**config.mk**
```make
export PLATFORM = sky130hd
export DESIGN_NAME = branch_resolve_top
export DESIGN_NICKNAME = d
export VERILOG_FILES = /design/src/branch_pkg.sv /design/src/blt_pkg.sv /design/src/blt.sv /design/src/blt_ctrl_regs.sv /design/src/branch_resolve_top.sv /design/src/branch_unit.sv
export SDC_FILE = /design/constraint.sdc
export NUM_CORES = 1
export LEC_CHECK = 0
export BUFFER_PORTS_ARGS = -buffer_cell sky130_fd_sc_hd__buf_4
export CORE_MARGIN = 3
export CORE_UTILIZATION = 55
export CTS_CLUSTER_DIAMETER = 60
export DETAILED_ROUTE_END_ITERATION = 10
export HOLD_SLACK_MARGIN = 0.05
export PLACE_DENSITY = 0.76
export SKIP_LAST_GASP = 1
export SYNTH_ARGS = -nofsm -noshare
export SYNTH_HDL_FRONTEND = slang
export SYNTH_SLANG_ARGS = --single-unit
export TNS_END_PERCENT = 10
```
**constraint.sdc**
```tcl
create_clock -name clk -period 2.8 [get_ports clk]
set_input_delay 0.14 -clock clk [delete_from_list [all_inputs] [get_ports clk]]
set_output_delay 0.14 -clock clk [all_outputs]
set_load 0.005 [all_outputs]
```
**src/branch_pkg.sv**
```systemverilog
package branch_pkg;

  // Address width that sizes the shared structs
  // The modules take ADDR_WIDTH as a parameter that has to agree with it
  localparam int DEFAULT_ADDR_WIDTH = 16;

  typedef logic [DEFAULT_ADDR_WIDTH-1:0] addr_t;

  // Conditional opcodes sit in one contiguous range, JMP_OP_JEQ through JMP_OP_JNZ
  typedef enum logic [3:0] {
    JMP_OP_NOP = 4'd0,
    JMP_OP_J   = 4'd1,
    JMP_OP_JR  = 4'd2,
    JMP_OP_JEQ = 4'd3,
    JMP_OP_JNE = 4'd4,
    JMP_OP_JL  = 4'd5,
    JMP_OP_JLE = 4'd6,
    JMP_OP_JG  = 4'd7,
    JMP_OP_JGE = 4'd8,
    JMP_OP_JZ  = 4'd9,
    JMP_OP_JNZ = 4'd10
  } jop_t;

  typedef struct packed {
    logic zero;
    logic less;
    logic greater;
  } cmp_flags_t;

  // Branch instruction as it sits in the ID/EX register
  typedef struct packed {
    addr_t pc;
    addr_t reg_address;
    addr_t imm_address;
    jop_t  jop;
    logic  branch_taken;
  } ex_branch_t;

  typedef struct packed {
    logic ex_mem;
    logic id_ex;
    logic if_id;
    logic pc;
  } flush_mask_t;

  localparam flush_mask_t FLUSH_NONE   = '{ex_mem: 1'b0, id_ex: 1'b0, if_id: 1'b0, pc: 1'b0};
  localparam flush_mask_t FLUSH_EX_MEM = '{ex_mem: 1'b1, id_ex: 1'b0, if_id: 1'b0, pc: 1'b0};
  localparam flush_mask_t FLUSH_ALL    = '{ex_mem: 1'b1, id_ex: 1'b1, if_id: 1'b1, pc: 1'b1};

  function automatic logic is_conditional(jop_t op);
    return op inside {[JMP_OP_JEQ:JMP_OP_JNZ]};
  endfunction

endpackage

```
**src/blt_pkg.sv**
```systemverilog
package blt_pkg;
  import branch_pkg::*;

  // Written as a whole by the configuration strobe
  typedef struct packed {
    logic predict_enable;
    logic clear;
  } blt_cfg_t;

  // One table write per cycle, raised by the branch unit on a misprediction
  // insert set makes the entry valid with this target, insert clear drops it
  typedef struct packed {
    logic  write;
    logic  insert;
    addr_t key;
    addr_t target;
  } blt_update_t;

  localparam blt_cfg_t CFG_RESET = '{predict_enable: 1'b0, clear: 1'b0};

endpackage

```
**src/blt.sv**
```systemverilog
`timescale 1ns/1ps

module blt import blt_pkg::*; #(
  parameter int ADDR_WIDTH  = 16,
  parameter int BLT_ENTRIES = 16
) (
  input  logic                  clk,
  input  logic                  rst,
  input  blt_update_t           update,
  input  logic                  predict_enable,
  input  logic                  clear_table,
  input  logic [ADDR_WIDTH-1:0] pc,
  output logic [ADDR_WIDTH-1:0] branch_predict,
  output logic                  take_branch
);

  localparam int IDX_W = $clog2(BLT_ENTRIES);
  localparam int TAG_W = ADDR_WIDTH - IDX_W;

  if (BLT_ENTRIES < 2 || (1 << IDX_W) != BLT_ENTRIES) begin : g_entries_check
    $error("BLT_ENTRIES must be a power of two of at least 2");
  end

  typedef struct packed {
    logic [TAG_W-1:0]      tag;
    logic [ADDR_WIDTH-1:0] target;
  } entry_t;

  logic [BLT_ENTRIES-1:0] valid;
  entry_t                 entries [BLT_ENTRIES];

  logic [IDX_W-1:0] upd_idx;
  logic [TAG_W-1:0] upd_tag;
  logic [IDX_W-1:0] rd_idx;
  logic [TAG_W-1:0] rd_tag;
  entry_t           rd_entry;

  assign upd_idx = update.key[IDX_W-1:0];
  assign upd_tag = update.key[ADDR_WIDTH-1:IDX_W];

  // A clear pulse beats an update in the same cycle
  always_ff @(posedge clk) begin
    if (rst || clear_table) begin
      valid <= '0;
    end else if (update.write) begin
      valid[upd_idx] <= update.insert;
    end
  end

  // Tag and target only matter once the valid bit is set
  always_ff @(posedge clk) begin
    if (update.write && update.insert) begin
      entries[upd_idx] <= '{tag: upd_tag, target: update.target};
    end
  end

  // Fetch lookup in the same cycle as pc
  assign rd_idx   = pc[IDX_W-1:0];
  assign rd_tag   = pc[ADDR_WIDTH-1:IDX_W];
  assign rd_entry = entries[rd_idx];

  assign take_branch    = predict_enable && valid[rd_idx] && (rd_entry.tag == rd_tag);
  assign branch_predict = take_branch ? rd_entry.target : '0;

endmodule

```
**src/blt_ctrl_regs.sv**
```systemverilog
`timescale 1ns/1ps

module blt_ctrl_regs import blt_pkg::*; #(
  parameter int MISS_COUNT_WIDTH = 16
) (
  input  logic                        clk,
  input  logic                        rst,
  input  logic                        cfg_write,
  input  blt_cfg_t                    cfg,
  input  logic                        miss,
  output logic                        predict_enable,
  output logic                        clear_table,
  output logic [MISS_COUNT_WIDTH-1:0] miss_count
);

  blt_cfg_t cfg_q;

  // Enable follows the strobe, clear lives for exactly one cycle after it
  always_ff @(posedge clk) begin
    if (rst) begin
      cfg_q <= CFG_RESET;
    end else begin
      cfg_q.clear <= cfg_write && cfg.clear;
      if (cfg_write) begin
        cfg_q.predict_enable <= cfg.predict_enable;
      end
    end
  end

  assign predict_enable = cfg_q.predict_enable;
  assign clear_table    = cfg_q.clear;

  // Saturating count of mispredictions, zeroed together with the table
  always_ff @(posedge clk) begin
    if (rst || clear_table) begin
      miss_count <= '0;
    end else if (miss && (miss_count != '1)) begin
      miss_count <= miss_count + 1'b1;
    end
  end

endmodule

```
**src/branch_resolve_top.sv**
```systemverilog
`timescale 1ns/1ps

module branch_resolve_top import branch_pkg::*; import blt_pkg::*; #(
  parameter int ADDR_WIDTH       = 16,
  parameter int BLT_ENTRIES      = 16,
  parameter int MISS_COUNT_WIDTH = 16
) (
  input  logic                        clk,
  input  logic                        rst,
  input  cmp_flags_t                  flags,
  input  ex_branch_t                  ex,
  input  logic [ADDR_WIDTH-1:0]       pc,
  input  logic                        cfg_write,
  input  blt_cfg_t                    cfg,
  output flush_mask_t                 flush,
  output logic [ADDR_WIDTH-1:0]       jump_address,
  output logic [ADDR_WIDTH-1:0]       branch_predict,
  output logic                        take_branch,
  output logic [MISS_COUNT_WIDTH-1:0] miss_count
);

  if (ADDR_WIDTH != DEFAULT_ADDR_WIDTH) begin : g_width_check
    $error("ADDR_WIDTH must match the address width of the shared structs");
  end

  blt_update_t update;
  logic        predict_enable;
  logic        clear_table;

  branch_unit #(
    .ADDR_WIDTH(ADDR_WIDTH)
  ) branch_unit0 (
    .flags       (flags),
    .ex          (ex),
    .flush       (flush),
    .jump_address(jump_address),
    .update      (update)
  );

  // Every table write is one misprediction
  blt_ctrl_regs #(
    .MISS_COUNT_WIDTH(MISS_COUNT_WIDTH)
  ) blt_ctrl_regs0 (
    .clk           (clk),
    .rst           (rst),
    .cfg_write     (cfg_write),
    .cfg           (cfg),
    .miss          (update.write),
    .predict_enable(predict_enable),
    .clear_table   (clear_table),
    .miss_count    (miss_count)
  );

  blt #(
    .ADDR_WIDTH (ADDR_WIDTH),
    .BLT_ENTRIES(BLT_ENTRIES)
  ) blt0 (
    .clk           (clk),
    .rst           (rst),
    .update        (update),
    .predict_enable(predict_enable),
    .clear_table   (clear_table),
    .pc            (pc),
    .branch_predict(branch_predict),
    .take_branch   (take_branch)
  );

endmodule

```
**src/branch_unit.sv**
```systemverilog
`timescale 1ns/1ps

module branch_unit import branch_pkg::*; import blt_pkg::*; #(
  parameter int ADDR_WIDTH = 16
) (
  input  cmp_flags_t            flags,
  input  ex_branch_t            ex,
  output flush_mask_t           flush,
  output logic [ADDR_WIDTH-1:0] jump_address,
  output blt_update_t           update
);

  logic branch_cond;
  logic conditional;
  logic mispredict;
  logic both_taken;

  // Condition of the branch in ID/EX against the ALU flags
  always_comb begin
    case (ex.jop)
      JMP_OP_JEQ: branch_cond = flags.zero;
      JMP_OP_JZ:  branch_cond = flags.zero;
      JMP_OP_JNE: branch_cond = !flags.zero;
      JMP_OP_JNZ: branch_cond = !flags.zero;
      JMP_OP_JL:  branch_cond = flags.less;
      JMP_OP_JLE: branch_cond = flags.less || flags.zero;
      JMP_OP_JG:  branch_cond = flags.greater;
      JMP_OP_JGE: branch_cond = flags.greater || flags.zero;
      default:    branch_cond = 1'b0;
    endcase
  end

  assign conditional = is_conditional(ex.jop);

  // Fetch followed the wrong path when outcome and prediction differ
  assign mispredict = conditional && (branch_cond != ex.branch_taken);
  assign both_taken = conditional && branch_cond && ex.branch_taken;

  // A register jump is never predicted, so everything behind it goes
  always_comb begin
    if (ex.jop == JMP_OP_JR || mispredict) begin
      flush = FLUSH_ALL;
    end else if (ex.jop == JMP_OP_J || both_taken) begin
      flush = FLUSH_EX_MEM;
    end else begin
      flush = FLUSH_NONE;
    end
  end

  // Redirect target
  // A predicted branch that falls through resumes right after itself
  always_comb begin
    if (ex.jop == JMP_OP_JR) begin
      jump_address = ex.reg_address;
    end else if (conditional && ex.branch_taken && !branch_cond) begin
      jump_address = ex.pc + 1'b1;
    end else begin
      jump_address = ex.imm_address;
    end
  end

  // Taken but not predicted is learned, predicted but not taken is forgotten
  always_comb begin
    update.write  = mispredict;
    update.insert = branch_cond;
    update.key    = ex.pc;
    update.target = jump_address;
  end

endmodule

```
==> run_results.csv <==
group,metric,value,unit
critical_path,cp-start-kind,"flip-flop",
finish,final_core_util,67.47,%
yosys,yosysSeqAreaShare,71.29,%
global_routing,grt_max_degree,35,
yosys,yosys-top-cells-area,"edfxtp_1, mux4_2, dfxtp_1, mux2i_1, xnor2_1",
timing,setup_ws,-771.9,ps
finish,nets,1353,
placement,preCtsSetupSlack,-279.5,ps
drt,drtIter0Drc,1517,
global_routing,grt_pass1_vias,11330,
clock_network,path_clk_slew,60,ps
critical_path,r2r_end,"blt_ctrl_regs0.miss_count[1]",
yosys,synth_cells,1057,
timing,worstMarginPinSlew,621.2,ps
timing,grt_setup_unrepaired,"yes",
yosys,synth_flop_cell,"edfxtp_1",
drt,finalWirelength,46940,um
power,vdd_ir_drop_max,0.0003867,V
clock_network,htreeDepth,2,
critical_path,critPathRequiredTime,2660,ps
floorplanning,core,35050,um2
critical_path,crit_arrival,3430,ps
min_path,hold_depth,2,
floorplanning,initial_core_util,56.56,%
placement,dp_hpwl,27570,um
drt,drc,0,
timing,min_period_over_period,127.6,%
floorplanning,die-area,38360,um2
yosys,avgSynthCellArea,18.76,um2
critical_path,endpoint,"branch_predict[7]",
timing,slew_viol_final,0,
drt,wl_per_cell,26.62,um
critical_path,reg2reg_depth,8,
yosys,synth_warnings,0,
global_routing,antenna_found_initial,0,
finish,diodes,0,
status,status,"finished, violations left",
run,max_cap_violations,0,
floorplanning,die_y,195.9,um
global_routing,grtUsageTotal,24.49,%
clock_network,insertion_delay,540,ps
yosys,synth_common_cells,"edfxtp_1, mux4_2, nand2_1",
placement,globalplace.congestion,0.8556,
timing,fin_crit,3572,ps
clock_network,post_cts_buffers,0,
clock_network,cts_sinks,482,
yosys,async_reset_ff_share,0,%
critical_path,path_class,"flip-flop to output port",
finish,drive_above_1_share,32.42,%
clock_network,root_buffer,"clkbuf_16",
global_routing,gr-total-overflow,0,
placement,port_buffers,129,
min_path,hold_class,"primary input to flip-flop",
power,p_leak,8.015,nW
timing,finalHoldViolations,0,
finish,syn2layout_area_growth,19.29,%
drt,num_vias,11010,
critical_path,crit_path_end_kind,"output port",
drt,drtAntennaViolNets,0,
yosys,syn_nets,1139,
drt,vias_per_cell,6.245,
yosys,yosysTopAreaCellShare,67.85,%
yosys,yosysMostFrequentCell,"edfxtp_1",
clock_network,cts_tree,"yes",
yosys,synth_edf_count,448,
floorplanning,io_pins,130,
floorplanning,rows,68,
global_routing,grt_pass1_wl,69750,um
critical_path,crit_fanout,17,
yosys,synth_largest_area_cell,"edfxtp_1",
timing,fmax,280.0,MHz
timing,max_slew_margin,58.59,%
critical_path,cp-startpoint,"blt0.entries[9][25]",
drt,drt_first_pass_iters,5,
floorplanning,dieWidth,195.9,um
critical_path,r2r-start,"blt_ctrl_regs0.miss_count[2]",
yosys,synth_cell_types,53,
timing,setup_viol,17,
timing,clock_skew,6.988,ps
power,power_density,647.7,nW/um2
yosys,ys_ff_latch,482,
clock_network,cts_buffers,48,
critical_path,reg2reg_slack,710,ps
yosys,synth_area,19830,um2
clock_network,clockBufferDepth,3,
status,violations,"negative setup slack",
## power by group
part / switching (mW) / internal [mW]
combinational: 0.677 / 0.542
sequential: 0.0232 / 8.01
clock: 2.51 / 3.56
## flip-flops by register name (all words and copies together), names as in the netlist
name,cells
blt_ctrl_regs0.miss_count,16
blt0.entries,448
blt_ctrl_regs0.predict_enable,1
blt0.valid,16
blt_ctrl_regs0.clear_table,1
## worst min-delay path by stage
stage	startpoint	end	slack, ps
finish	ex[45]	blt0.entries[1][20]	70
CTS	ex[45]	blt0.entries[1][20]	50
detailed placement	rst	blt_ctrl_regs0.predict_enable	320
floorplan	rst	blt_ctrl_regs0.clear_table	210
global placement	rst	blt_ctrl_regs0.clear_table	310
global route	ex[45]	blt0.entries[1][20]	80
## repair_timing
action | CTS | global route
endpoints found under the hold margin | 168 | 0
resized for setup | 13 | 8
hold buffers | 16 | 0
endpoints found under the setup margin | 17 | 22
pin swaps | 1 | 1
## placed cells by master (no fill, tap or decap), types with 5 or more instances in the layout
cell	Yosys	routed
clkbuf_1	25	14
nor4b_4	0	13
nor4_1	8	8
nand3_1	34	34
buf_4	11	192
edfxtp_1	448	448
dlygate4sd3_1	0	16
o21ai_0	37	31
dfxtp_1	34	34
nor2_1	35	35
and3_1	6	6
nand2_1	41	41
nor3_1	9	9
nand2b_1	7	7
xor2_1	15	15
mux4_2	126	126
nand4_1	5	5
xnor2_1	31	31
mux2i_1	30	30
clkinv_2	0	9
buf_12	1	15
clkinv_1	0	8
ha_1	5	5
clkbuf_16	0	49
o21ai_1	1	7
a21oi_1	32	32
inv_1	25	25
## metrics by stage
step / instance area [um2] / std cells / TNS (ps) / total power, mW / hold slack (ps)
2_1_floorplan: 19830 / 1057 / 0 / 8.824 / 211.5
4_1_cts: 23580 / 1763 / -12000 / 15.37 / 54.18
3_3_place_gp: 21840 / 1660 / -2921 / 9.314 / 312.6
3_5_place_dp: 21840 / 1660 / -3426 / 9.342 / 318.1
6_report: 23650 / 1763 / -12700 / 15.32 / 72.97
5_1_grt: 23650 / 1763 / -15080 / 15.77 / 80.15
## per-layer routing
| metal | GRT usage [%] | routed length (um) |
|---|---|---|
| met5 | 0 | 0 |
| met4 | 8.608 | 1508 |
| met3 | 4.087 | 4054 |
| met2 | 40.27 | 23590 |
| met1 | 33.84 | 17790 |
## cell type report
cell class | count | area, um2
Fill cell | 2253 | 11400
Sequential cell | 482 | 14130
Clock buffer | 66 | 1320
Timing Repair Buffer | 224 | 1913
Clock inverter | 21 | 172.7
Inverter | 25 | 93.84
Multi-Input combinational cell | 490 | 5449
Tap cell | 455 | 569.3
## cells by family after synthesis
| group | count (synthesis) | synth area share [%] |
|---|---|---|
| AOI/OAI and AO/OA | 95 | 2.808 |
| xor gates and xnor gates | 46 | 2.032 |
| adders and majority gates | 5 | 0.3155 |
| buffers and inverters | 85 | 2.076 |
| DFF | 482 | 71.29 |
| muxes | 161 | 16.34 |
| and+or+nand+nor | 183 | 5.143 |
## critical path: stages, from the launching register on
cell,delay [ps]
edfxtp_1,360
mux4_1,510
mux2i_1,170
xnor2_1,90
a2111oi_2,360
o22ai_1,150
or4_4,570
buf_12,190
nor4b_4,300
buf_4,150
Note: power is estimated with default switching activity, not from simulation.
